## src/hdl/bt_bridge_cfg.svh

```systemverilog
// ~~~~~~~~~~~~~~~~~~~~~~~~~~~~~~~~~~~~~~~~~~~~~~~~~~~~~~~~~~
// Bluetooth bridge configuration
// Stream count, FIFO depths, counter widths and command codes
// ~~~~~~~~~~~~~~~~~~~~~~~~~~~~~~~~~~~~~~~~~~~~~~~~~~~~~~~~~~
`ifndef BT_BRIDGE_CFG_SVH
`define BT_BRIDGE_CFG_SVH

`define BT_N_STREAMS    4
`define BT_STREAM_DEPTH 16
`define BT_AT_DEPTH     32
`define BT_RSP_DEPTH    32
`define BT_BAUD_W       10

// Reply terminator from the module
`define BT_NEWLINE      8'h0A
// Upper nibble of select, low nibble is the enable mask
`define BT_CMD_SELECT   4'hA
`define BT_CMD_STOP     8'hB0

`endif

```

## src/hdl/bt_bridge_pkg.sv

```systemverilog
// ~~~~~~~~~~~~~~~~~~~~~~~~~~~~~~~~~~~~~~~~~~~~~~~~~~~~~~~~~~
// Bluetooth bridge types
// Byte, mask and counter types, UART settings, sequencer states
// ~~~~~~~~~~~~~~~~~~~~~~~~~~~~~~~~~~~~~~~~~~~~~~~~~~~~~~~~~~
`include "bt_bridge_cfg.svh"

package bt_bridge_pkg;

	typedef logic [7:0]                 byte_t;
	typedef logic [`BT_N_STREAMS-1:0]   stream_mask_t;
	typedef logic [1:0]                 stream_id_t;
	typedef logic [`BT_BAUD_W-1:0]      baud_count_t;

	// Runtime UART timing, shared by both UARTs and the sequencer
	typedef struct packed {
		baud_count_t cycles_per_bit;
		baud_count_t gap_cycles;
	} uart_cfg_t;

	typedef enum logic [3:0] {
		st_idle,
		st_load_cmd,
		st_rest_cmd,
		st_release,
		st_load_tx,
		st_send,
		st_rest_tx,
		st_wait_reply,
		st_wait_read,
		st_read_rsp,
		st_rest_rsp
	} seq_state_e;

endpackage

```

## src/hdl/link_sequencer.sv

```systemverilog
// ~~~~~~~~~~~~~~~~~~~~~~~~~~~~~~~~~~~~~~~~~~~~~~~~~~~~~~~~~~
// Link sequencer
// Command load, transmit with gap, reply wait and read-back
// ~~~~~~~~~~~~~~~~~~~~~~~~~~~~~~~~~~~~~~~~~~~~~~~~~~~~~~~~~~
`timescale 1ns/1ps
`include "bt_bridge_cfg.svh"

module link_sequencer (
	input  logic                                         clock,
	input  logic                                         reset,
	input  bt_bridge_pkg::uart_cfg_t                     cfg,
	input  logic                                         want_at,
	input  logic                                         at_req,
	input  logic                                         at_last,
	output logic                                         at_ack,
	output logic                                         cmd_wr,
	input  logic                                         cmd_full,
	input  logic                                         cmd_empty,
	input  bt_bridge_pkg::byte_t                         cmd_byte,
	output logic                                         cmd_rd,
	input  logic                                         stream_on,
	input  logic                                         any_ready,
	input  bt_bridge_pkg::stream_id_t                    next_id,
	input  bt_bridge_pkg::byte_t [`BT_N_STREAMS-1:0]     stream_bytes,
	output logic                                         take,
	output logic                                         tx_start,
	output bt_bridge_pkg::byte_t                         tx_data,
	input  logic                                         tx_done,
	input  logic                                         reply_done,
	input  logic                                         rsp_empty,
	input  bt_bridge_pkg::byte_t                         rsp_data,
	output logic                                         rsp_rd,
	input  logic                                         rsp_req,
	output logic                                         rsp_ack,
	output bt_bridge_pkg::byte_t                         rsp_byte,
	output logic                                         rsp_last,
	output bt_bridge_pkg::seq_state_e                    state
);

	bt_bridge_pkg::seq_state_e  next_state;
	bt_bridge_pkg::baud_count_t gap_cnt;
	logic                       last_seen;
	logic                       reply_seen;
	logic                       work;

	// Something left to send in the current mode
	assign work = want_at ? ~cmd_empty : (stream_on & any_ready);

	assign at_ack   = (state == bt_bridge_pkg::st_rest_cmd);
	assign cmd_wr   = (state == bt_bridge_pkg::st_load_cmd) & ~cmd_full;
	assign cmd_rd   = (state == bt_bridge_pkg::st_release) & want_at & work;
	assign take     = (state == bt_bridge_pkg::st_release) & ~want_at & work;
	assign tx_start = (state == bt_bridge_pkg::st_load_tx);
	assign rsp_rd   = (state == bt_bridge_pkg::st_read_rsp);
	assign rsp_ack  = (state == bt_bridge_pkg::st_rest_rsp);

	always_comb
	begin
		next_state = state;
		case (state)
			bt_bridge_pkg::st_idle:
			begin
				if (want_at && at_req)
					next_state = bt_bridge_pkg::st_load_cmd;
				else if (!want_at && work)
					next_state = bt_bridge_pkg::st_release;
			end
			// Held here while the command FIFO is full
			bt_bridge_pkg::st_load_cmd:
				if (!cmd_full)
					next_state = bt_bridge_pkg::st_rest_cmd;
			bt_bridge_pkg::st_rest_cmd:
				if (!at_req)
					next_state = last_seen ? bt_bridge_pkg::st_release : bt_bridge_pkg::st_idle;
			bt_bridge_pkg::st_release:
				next_state = work ? bt_bridge_pkg::st_load_tx : bt_bridge_pkg::st_idle;
			bt_bridge_pkg::st_load_tx:
				next_state = bt_bridge_pkg::st_send;
			bt_bridge_pkg::st_send:
				if (tx_done)
					next_state = bt_bridge_pkg::st_rest_tx;
			bt_bridge_pkg::st_rest_tx:
			begin
				if (gap_cnt <= 1)
				begin
					if (work)
						next_state = bt_bridge_pkg::st_release;
					else
						next_state = want_at ? bt_bridge_pkg::st_wait_reply : bt_bridge_pkg::st_idle;
				end
			end
			bt_bridge_pkg::st_wait_reply:
				if (reply_done || reply_seen)
					next_state = bt_bridge_pkg::st_wait_read;
			bt_bridge_pkg::st_wait_read:
				if (rsp_req && !rsp_empty)
					next_state = bt_bridge_pkg::st_read_rsp;
			bt_bridge_pkg::st_read_rsp:
				next_state = bt_bridge_pkg::st_rest_rsp;
			bt_bridge_pkg::st_rest_rsp:
				if (!rsp_req)
					next_state = rsp_last ? bt_bridge_pkg::st_idle : bt_bridge_pkg::st_wait_read;
			default:
				next_state = bt_bridge_pkg::st_idle;
		endcase
	end

	always_ff @(posedge clock or posedge reset)
	begin
		if (reset)
		begin
			state      <= bt_bridge_pkg::st_idle;
			gap_cnt    <= '0;
			last_seen  <= 1'b0;
			reply_seen <= 1'b0;
			rsp_last   <= 1'b0;
		end
		else
		begin
			state <= next_state;
			if (state == bt_bridge_pkg::st_load_cmd)
				last_seen <= at_last;
			// Gap count is loaded as the frame ends and runs down in rest_tx
			if (state == bt_bridge_pkg::st_send)
				gap_cnt <= cfg.gap_cycles;
			else if (gap_cnt != '0)
				gap_cnt <= gap_cnt - 1'b1;
			// A newline may arrive before the last gap has run out
			if (state == bt_bridge_pkg::st_wait_reply)
				reply_seen <= 1'b0;
			else if (reply_done)
				reply_seen <= 1'b1;
			if (state == bt_bridge_pkg::st_read_rsp)
				rsp_last <= (rsp_data == `BT_NEWLINE);
		end
	end

	// Byte chosen at release, handed to the UART in load_tx
	always_ff @(posedge clock)
	begin
		if (state == bt_bridge_pkg::st_release)
			tx_data <= want_at ? cmd_byte : stream_bytes[next_id];
		if (state == bt_bridge_pkg::st_read_rsp)
			rsp_byte <= rsp_data;
	end

endmodule

```

## config.mk

```make
export PLATFORM = sky130hd
export DESIGN_NAME = link_sequencer
export DESIGN_NICKNAME = d
export VERILOG_FILES = /design/src/hdl/bt_bridge_pkg.sv /design/src/hdl/link_sequencer.sv
export VERILOG_INCLUDE_DIRS = /design/src /design/src/hdl
export SDC_FILE = /design/constraint.sdc
export NUM_CORES = 1
export LEC_CHECK = 0
export ABC_AREA = 1
export BUFFER_PORTS_ARGS = -buffer_cell sky130_fd_sc_hd__buf_2
export CORE_MARGIN = 8
export CORE_UTILIZATION = 45
export CTS_CLUSTER_SIZE = 30
export DETAILED_ROUTE_END_ITERATION = 8
export PLACE_DENSITY = 0.8
export SLEW_MARGIN = 20
export SYNTH_ARGS = -nofsm -noshare
export SYNTH_HDL_FRONTEND = slang
export SYNTH_SLANG_ARGS = --single-unit
```

## constraint.sdc

```tcl
create_clock -name clock -period 2.1 [get_ports clock]
set_input_delay 0.525 -clock clock [delete_from_list [all_inputs] [get_ports clock]]
set_output_delay 0.525 -clock clock [all_outputs]
set_load 0.03 [all_outputs]
```

==> results of run 1 <==
==> what timing repair did <==
action                                  CTS  global route
endpoints found under the setup margin    0             5
hold endpoints to repair                  0             0
gates resized for setup                   0             9
==> per-stage QoR <==
| stage | worst slack (ns) | area, um^2 | hold slack [ns] |
|---|---|---|---|
| 3_3_place_gp | 0.338 | 2610 | 0.491 |
| 6_report | 0.129 | 2730 | 0.334 |
| 5_1_grt | -0.0305 | 2730 | 0.394 |
| 2_1_floorplan | -0.152 | 2060 | 0.451 |
| 3_5_place_dp | 0.329 | 2610 | 0.483 |
| 4_1_cts | 0.00210 | 2720 | 0.343 |
==> worst paths after layout <==
path | slack [ns] | end
setup / recovery | 0.13 | cmd_wr
hold / removal | 0.33 | gap_cnt[9]
setup reg to reg | 0.51 | state[0]
hold reg to reg | 0.49 | reply_seen
max in group asynchronous | 1.28 | state[1]
min in group clock | 0.43 | rsp_byte[3]
==> power by group through the flow <==
| stage | clock network [uW] | logic [uW] | registers [uW] |
|---|---|---|---|
| 2_1_floorplan | 0 | 938 | 1200 |
| 3_3_place_gp | 0 | 1400 | 1070 |
| 6_report | 587 | 1450 | 1070 |
| 4_1_cts | 602 | 1450 | 1070 |
| 3_5_place_dp | 0 | 1440 | 1080 |
| 5_1_grt | 623 | 1640 | 1100 |
==> area by class of cell <==
cell class / instances / area share
multi-input cells: 209 / 0.382
flip-flops and latches: 33 / 0.334
repair buffers: 103 / 0.193
inverters: 19 / 0.0271
clock buffers: 5 / 0.0252
well taps: 52 / 0.0239
clock inverters: 3 / 0.0151
==> critical path, cell delays in order, from the launching register on <==
cell     delay [ns]
dfrtp_2        0.43
inv_1          0.07
nor2_1         0.23
nand2_1        0.13
nor2_1         0.10
buf_2          0.20
==> sequential cells by signal, summed over array words and instances, names as in the netlist <==
signal      cells
gap_cnt        10
last_seen       1
tx_data         8
rsp_last        1
reply_seen      1
state           4
rsp_byte        8
==> metal layers <==
layer,vias up,part of all wire
li1,1106,-
met1,974,0.40
met2,99,0.49
met3,8,0.091
met4,0,0.018
met5,-,0
==> kinds of logic (layout without fill, tap and decap cells) <==
logic type,count (synthesis),count (layout)
AO/OA/AOI/OAI,47,47
XOR/XNOR,5,5
adder cells (fa/ha/maj),3,3
buffers and inverters,26,130
flip-flops,33,33
multiplexers,1,1
AND/OR/NAND/NOR,153,153
==> layout by cell type, fill, tap and decap left out, types with 4 or more instances in the layout <==
cell type  count
a21oi_1        7
a31oi_1        8
buf_2         99
buf_4          4
clkbuf_8       5
dfrtp_1       14
edfxtp_1      16
inv_1         14
nand2_1       39
nand3_1       12
nand4_1        6
nor2_1        77
nor2_2         6
o21ai_0       28
xor2_1         4
==> flow_summary_export.csv, run 1 <==
group,metric,value,unit
outcome,status,"complete, no violations",
clocking,clockBufferDepth,2,
timing,setup_violations,0,
power_and_ir_drop,clock_power_share,0.189,
global_route,grt-busiest-layer,"met2",
global_route,grtUsageMet2,0.280,
logic_synthesis,yosys.area.top_type,"edfxtp_1",
final_layout,fillerInstances,417,
final_layout,syn_to_final_growth,32.9,%
power_and_ir_drop,seqPwrFrac,0.345,
route,dr.pass1.iters,4,
power_and_ir_drop,power,3120,uW
power_and_ir_drop,power_frac_comb,0.467,
critical_path,critical_path_required,1.57,ns
timing,rsz0062_at_grt,"yes",
power_and_ir_drop,p_switching,1370,uW
floorplan,die_height,83.5,um
logic_synthesis,synth_edf_count,16,
logic_synthesis,synth_cells,268,
critical_path,path_class,"reg -> out",
placed_design,io_buffers,100,
global_route,gr-usage-all-layers,0.165,
clocking,cts_setup_buffers,0,
final_layout,drive_above_1_share,0.358,
floorplan,start_util,0.468,
timing,timing.final.crit_share,0.939,
logic_synthesis,synth_top_family_by_area,"simple AND/OR/NAND/NOR gates",
floorplan,dieArea,0.00697,mm^2
global_route,antenna_found_initial,0,
power_and_ir_drop,swShare,0.438,
final_layout,diodes,0,
global_route,use_met1,0.179,
placed_design,placedCellCount,416,
power_and_ir_drop,peakVddDrop,0.519,mV
placed_design,dp_hpwl,4810,um
global_route,met3_usage,0.0664,
timing,maxSlewViolCount,0,
floorplan,num_rows,24,
route,wl_per_cell,13.8,um
logic_synthesis,synthAdderAreaFrac,0.0183,
floorplan,io_pins,111,
critical_path,rr_startpoint,"gap_cnt[0]",
global_route,grt_max_degree,18,
hold_path,hold_class,"in -> async",
logic_synthesis,synth_area_leaders,"edfxtp_1 23%, dfrtp_1 21%, nor2_1 15%, nand2_1 7.1%, o21ai_0 6.8%",
clocking,holdBufCountCts,0,
global_route,grt_pass1_wl,9720,um
logic_synthesis,ys_warn_count,0,
logic_synthesis,synth_xor_area_frac,0.0214,
timing,period_needed,1.97,ns
logic_synthesis,synth_top_area_frac,0.234,
final_layout,num-nets-final,457,
critical_path,critPathCaptureType,"primary output",
logic_synthesis,ys_seq_area_frac,0.442,
critical_path,critPathLaunch,"state[0]",
power_and_ir_drop,p_leak,0.00133,uW
clocking,cts.sinks,33,
logic_synthesis,yosys_register_bits,33,
critical_path,crit_arrival,1.45,ns
final_layout,multiInputGateArea,0.00104,mm^2
floorplan,core_area,0.00438,mm^2
power_and_ir_drop,p_int,1750,uW
logic_synthesis,synth_area,0.00205,mm^2
logic_synthesis,async_flop_share,0.515,
timing,fmax,507,MHz
logic_synthesis,synth_cell_types,32,
clocking,cts_tree,"yes",
route,route.detailed.drc,0,
logic_synthesis,synth_most_common_cell,"nor2_1",
final_layout,regArea,910,um^2
timing,finalHoldViolCount,0,
route,wirelength,5870,um
power_and_ir_drop,power.density,1140,mW/mm^2
route,drt_iter0_drc,99,
logic_synthesis,synth-simple-area-share,0.329,
timing,skew,0.00373,ns
global_route,grt_pass1_vias,2172,
timing,setup_tns,0,ns
logic_synthesis,synth_compound_area_frac,0.126,
logic_synthesis,ys.flop_type,"dfrtp_1",
clocking,numCtsBuffers,5,
final_layout,finalNonFillerCells,424,
timing,relSlewSlack,0.540,
global_route,grt_overflow_total,0,
final_layout,final_util,0.622,
logic_synthesis,synth.area.mux_share,0.00549,
route,vias,2187,
placed_design,gp_congestion,0.842,
logic_synthesis,syn-num-nets,354,
flow_run,drv_cap,0,
floorplan,die-width,83.5,um
clocking,clk_pin_slew,0.07,ns
logic_synthesis,synth.avg_cell_area,7.65,um^2
clocking,clock-root-buffer,"clkbuf_8",
critical_path,r2r.worst_path.cells,7,
route,ant_nets,0,
critical_path,cp_max_fo,8,
clocking,htreeDepth,2,
logic_synthesis,ys_top_cells_by_count,"81 x nor2_1, 39 x nand2_1, 28 x o21ai_0, 17 x dfrtp_1",
route,via_per_inst,5.16,
timing,tightestPinTransition,0.689,ns
critical_path,start_kind,"flop",
clocking,insertion_delay,0.29,ns
Power figures use the tool's default switching activity.
==> run 2: changes to the inputs <==
==> constraint.sdc (replaced) <==
create_clock -name clock -period 2.5 [get_ports clock]
set_input_delay 0.625 -clock clock [delete_from_list [all_inputs] [get_ports clock]]
set_output_delay 0.625 -clock clock [all_outputs]
set_load 0.03 [all_outputs]
==> run 2 against run 1 <==
Global-route usage grew 0.081 points; critical path depth unchanged; worst setup slack better by 0.19 ns; final area decreased by 0.83%; total power shrank 17%; combinational power is 17% lower; clock-buffer cell count unchanged; first-iteration DRC count is 9.1% lower; clock skew decreased by 0.00060 ns; sequential power fell by 16%; die area is the same.
==> flow_summary_export.csv, run 2 (synthesized netlist as in run 1, its figures left out) <==
group,metric,value,unit
final_layout,diodes,0,
global_route,grt_overflow_total,0,
timing,fmax,459,MHz
clocking,numCtsBuffers,5,
flow_run,drv_cap,0,
critical_path,regToRegSetupSlack,0.91,ns
clocking,clockBufferDepth,2,
critical_path,start_kind,"flop",
critical_path,r2r.worst_path.cells,7,
placed_design,gp_congestion,0.839,
critical_path,path_delay_family,"buffers and inverters",
placed_design,post_dp_cell_area,0.00259,mm^2
power_and_ir_drop,power.density,958,mW/mm^2
critical_path,critPathMaxStageDelay,0.41,ns
timing,setup_ws,0.320,ns
critical_path,critical_path_required,1.88,ns
timing,finalHoldViolCount,0,
hold_path,hold_class,"in -> async",
global_route,grt_max_degree,18,
power_and_ir_drop,p_leak,0.00133,uW
route,wl_per_cell,13.6,um
placed_design,io_buffers,100,
timing,relSlewSlack,0.560,
timing,maxSlewViolCount,0,
clocking,cts.sinks,33,
clocking,cts_tree,"yes",
critical_path,path_class,"reg -> out",
critical_path,path_cells,"inv_1 -> nor2_1 -> inv_1 -> nor2_1 -> buf_2",
critical_path,rr_startpoint,"gap_cnt[0]",
clocking,htreeDepth,2,
route,drt_iter0_drc,90,
route,wirelength,5780,um
clocking,cts_resized,0,
final_layout,top_regs,"gap_cnt: 10 flops, rsp_byte: 8 flops, tx_data: 8 flops",
floorplan,start_util,0.468,
floorplan,io_pins,111,
critical_path,crit_slowest_cell,"dfrtp_1",
timing,setup_tns,0,ns
final_layout,num-nets-final,457,
critical_path,r2r-end,"state[1]",
final_layout,mostFrequentLayoutCell,"buf_2",
timing,rsz0062_at_grt,"no",
clocking,holdBufCountCts,0,
timing,skew,0.00313,ns
placed_design,place_ws,0.539,ns
clocking,clock-root-buffer,"clkbuf_8",
critical_path,critPathCaptureType,"primary output",
clocking,insertion_delay,0.28,ns
route,via_per_inst,5.05,
route,ant_nets,0,
floorplan,die-width,83.5,um
route,route.detailed.drc,0,
global_route,gr-usage-all-layers,0.166,
timing,period_needed,2.18,ns
power_and_ir_drop,peakVddDrop,0.399,mV
floorplan,die_height,83.5,um
global_route,grt_pass1_wl,9830,um
critical_path,cp_max_fo,5,
global_route,antenna_found_initial,0,
clocking,cts_setup_buffers,0,
final_layout,drive_above_1_share,0.331,
final_layout,regMostFlops,"gap_cnt",
timing,timing.final.crit_share,0.872,
final_layout,syn_to_final_growth,31.8,%
route,vias,2143,
global_route,grt_pass1_vias,2214,
final_layout,largest_reg_flops,10,
floorplan,num_rows,24,
route,dr.pass1.iters,4,
critical_path,cp.buffers_inverters,3,
final_layout,fillerInstances,394,
clocking,clk_pin_slew,0.07,ns
timing,tightestPinTransition,0.659,ns
floorplan,core_area,0.00438,mm^2
outcome,status,"complete, no violations",
final_layout,stdcell_area,0.00270,mm^2
placed_design,dp_hpwl,4800,um
final_layout,mostFrequentLayoutCells,"100 x buf_2, 81 x nor2_1, 39 x nand2_1, 28 x o21ai_0, 17 x dfrtp_1",
floorplan,dieArea,0.00697,mm^2
timing,setup_violations,0,
critical_path,crit_arrival,1.55,ns
-- run 2: changes by cell type in the layout (fill, tap and decap cells not counted), moves of 2 or more --
cell	delta
dfrtp_1	+3
dfrtp_2	-3
inv_1	+2
inv_2	-2
nor2_1	+4
nor2_2	-4
-- run 2: layer usage --
metal	up-vias	GRT usage	routed length, um
li1	1101	-	-
met1	959	0.183	2400
met2	79	0.281	2830
met3	4	0.0752	491
met4	0	0.0424	51
met5	-	0	0
-- run 2: how the worst max path moves through the flow --
stage                         to  startpoint  slack, ns  depth (start not counted)
after floorplan           cmd_rd    state[0]       0.06                          4
after global placement    cmd_rd     want_at       0.55                          5
after detailed placement  cmd_rd     want_at       0.54                          5
after CTS                 rsp_rd    state[3]       0.30                          5
after global routing      cmd_wr    state[0]       0.14                          5
final                     rsp_rd    state[3]       0.32                          5
-- run 2: final cells by class --
class	instances	area, um^2	share of cell area
Inverter	19	73.8	0.0273
Tap cell	52	65.1	0.0241
Sequential cell	33	906	0.335
Multi-Input combinational cell	209	1030	0.379
Timing Repair Buffer	103	523	0.193
Clock buffer	5	68.8	0.0255
Clock inverter	3	41.3	0.0153
-- run 2: where the power goes --
part	switching [uW]	internal [uW]	leakage, uW
Sequential	138	758	0.000345
Combinational	793	409	0.000934
Clock	199	293	0.0000518
Total	1130	1460	0.00133
-- run 2: stage by stage --
step | utilization | total power, uW | instances | hold WS [ns]
6_report | 0.617 | 2590 | 424 | 0.420
5_1_grt | 0.617 | 2800 | 424 | 0.484
4_1_cts | 0.617 | 2610 | 424 | 0.434
3_5_place_dp | 0.592 | 2100 | 416 | 0.492
3_3_place_gp | 0.592 | 2070 | 416 | 0.490
2_1_floorplan | - | 1790 | 268 | 0.462
==> run 3: changes to the inputs <==
--- a/config.mk
+++ b/config.mk
@@ -8,6 +8,7 @@
 export LEC_CHECK = 0
 export ABC_AREA = 1
 export BUFFER_PORTS_ARGS = -buffer_cell sky130_fd_sc_hd__buf_2
+export CORE_ASPECT_RATIO = 1.1
 export CORE_MARGIN = 8
 export CORE_UTILIZATION = 45
 export CTS_CLUSTER_SIZE = 30
==> run 3 against run 2 <==
Total power increased by 1.5%; first-iteration DRC count fell by 7.8%; maximum frequency down 3.7%; critical path depth unchanged; clock-buffer cell count rose by 1; worst setup slack got worse by 0.084 ns; sequential cell count is the same; global-route usage grew 0.73 points; utilization is 0.80 points higher; sequential power increased by 0.8%.
==> flow_summary_export.csv, run 3 (synthesized netlist as in run 1, its figures left out) <==
group,metric,value,unit
floorplan,dieArea,0.00698,mm^2
critical_path,r2r-end,"rsp_byte[6]",
floorplan,die_height,86.8,um
final_layout,top_regs,"gap_cnt: 10 flops, rsp_byte: 8 flops, tx_data: 8 flops",
route,wirelength,5830,um
final_layout,mostFrequentLayoutCells,"100 x buf_2, 81 x nor2_1, 39 x nand2_1, 28 x o21ai_0, 17 x dfrtp_1",
clocking,cts_tree,"yes",
timing,setup_violations,0,
route,wl_per_cell,13.7,um
critical_path,cp.depth,5,
placed_design,gp_congestion,0.866,
route,ant_nets,0,
clocking,insertion_delay,0.28,ns
floorplan,io_pins,111,
timing,finalHoldViolCount,0,
global_route,gr-usage-all-layers,0.173,
route,route.detailed.drc,0,
critical_path,crit_slowest_cell,"dfrtp_1",
route,vias,2142,
critical_path,critPathLaunch,"state[3]",
route,drt_iter0_drc,83,
route,via_per_inst,5.03,
global_route,grt_pass1_vias,2229,
critical_path,cp.buffers_inverters,3,
clocking,htreeDepth,2,
critical_path,crit_arrival,1.64,ns
critical_path,regToRegSetupSlack,0.88,ns
clocking,numCtsBuffers,5,
clocking,clock-root-buffer,"clkbuf_8",
power_and_ir_drop,p_leak,0.00134,uW
critical_path,start_kind,"flop",
critical_path,critical_path_required,1.88,ns
critical_path,path_class,"reg -> out",
power_and_ir_drop,power.density,968,mW/mm^2
final_layout,num-nets-final,457,
final_layout,diodes,0,
floorplan,core_area,0.00435,mm^2
outcome,status,"complete, no violations",
timing,skew,0.00204,ns
clocking,cts.sinks,33,
placed_design,post_dp_cell_area,0.00260,mm^2
final_layout,final_util,0.625,
global_route,antenna_found_initial,0,
global_route,grt_overflow_total,0,
timing,rsz0062_at_grt,"no",
timing,timing.final.crit_share,0.905,
critical_path,path_cells,"inv_1 -> nor2_1 -> inv_1 -> nor2_1 -> buf_2",
hold_path,hold_class,"in -> async",
clocking,cts_resized,0,
floorplan,num_rows,25,
final_layout,stdcell_area,0.00272,mm^2
final_layout,mostFrequentLayoutCell,"buf_2",
power_and_ir_drop,peakVddDrop,0.369,mV
timing,maxSlewViolCount,0,
critical_path,critPathMaxStageDelay,0.43,ns
clocking,clockBufferDepth,2,
timing,fmax,442,MHz
global_route,grt_max_degree,18,
flow_run,drv_cap,0,
critical_path,cp_max_fo,5,
critical_path,rr_startpoint,"state[3]",
timing,relSlewSlack,0.549,
placed_design,dp_hpwl,4830,um
placed_design,io_buffers,100,
timing,setup_tns,0,ns
timing,tightestPinTransition,0.675,ns
final_layout,largest_reg_flops,10,
critical_path,critPathCaptureType,"primary output",
route,dr.pass1.iters,4,
critical_path,r2r.worst_path.cells,5,
floorplan,start_util,0.472,
final_layout,syn_to_final_growth,32.5,%
critical_path,path_delay_family,"simple AND/OR/NAND/NOR gates",
global_route,grt_pass1_wl,9740,um
final_layout,drive_above_1_share,0.333,
clocking,cts_setup_buffers,0,
final_layout,regMostFlops,"gap_cnt",
timing,period_needed,2.26,ns
clocking,clk_pin_slew,0.07,ns
clocking,holdBufCountCts,0,
critical_path,crit_path_end,"rsp_rd",
floorplan,die-width,80.4,um
run 3: cell types whose count changed in the layout (fill, tap and decap cells not counted), sizes merged:
cell    change
clkinv      -1
clkbuf      +1
run 3: power breakdown:
part | leakage (uW) | internal [uW] | switching, uW | total (uW)
Clock | 0.0000574 | 324 | 199 | 523
Sequential | 0.000345 | 758 | 145 | 903
Combinational | 0.000934 | 408 | 795 | 1200
Total | 0.00134 | 1490 | 1140 | 2630
run 3: stage by stage:
step,hold slack [ns],total power (uW),worst slack (ns),std cells
2_1_floorplan,0.462,1790,0.0585,268
4_1_cts,0.449,2650,0.245,426
3_5_place_dp,0.492,2120,0.542,418
5_1_grt,0.487,2840,0.163,426
6_report,0.428,2630,0.236,426
3_3_place_gp,0.486,2070,0.552,418
run 3: worst min-delay path by stage:
stage	start	to	slack, ns	cells past startpoint
3_5_place_dp	reply_seen	reply_seen	0.49	2
6_report	reset	state[2]	0.43	2
5_1_grt	reset	gap_cnt[5]	0.49	2
2_1_floorplan	reply_seen	reply_seen	0.46	2
3_3_place_gp	reply_seen	reply_seen	0.49	2
4_1_cts	reset	last_seen	0.45	2
run 3: layout make-up:
cell class / count / area [um^2]
Clock buffer: 6 / 82.6
Timing Repair Buffer: 103 / 523
Multi-Input combinational cell: 209 / 1030
Tap cell: 54 / 67.6
Fill cell: 389 / 1630
Clock inverter: 2 / 37.5
Inverter: 19 / 73.8
Sequential cell: 33 / 906
run 3: metal layers:
layer  part of all wire  global-route usage  up-vias
met5                  0                   0        -
met4              0.021              0.0679        0
met3              0.089              0.0642        8
met2               0.50               0.298       95
met1               0.39               0.184      934
li1                   -                   -     1105
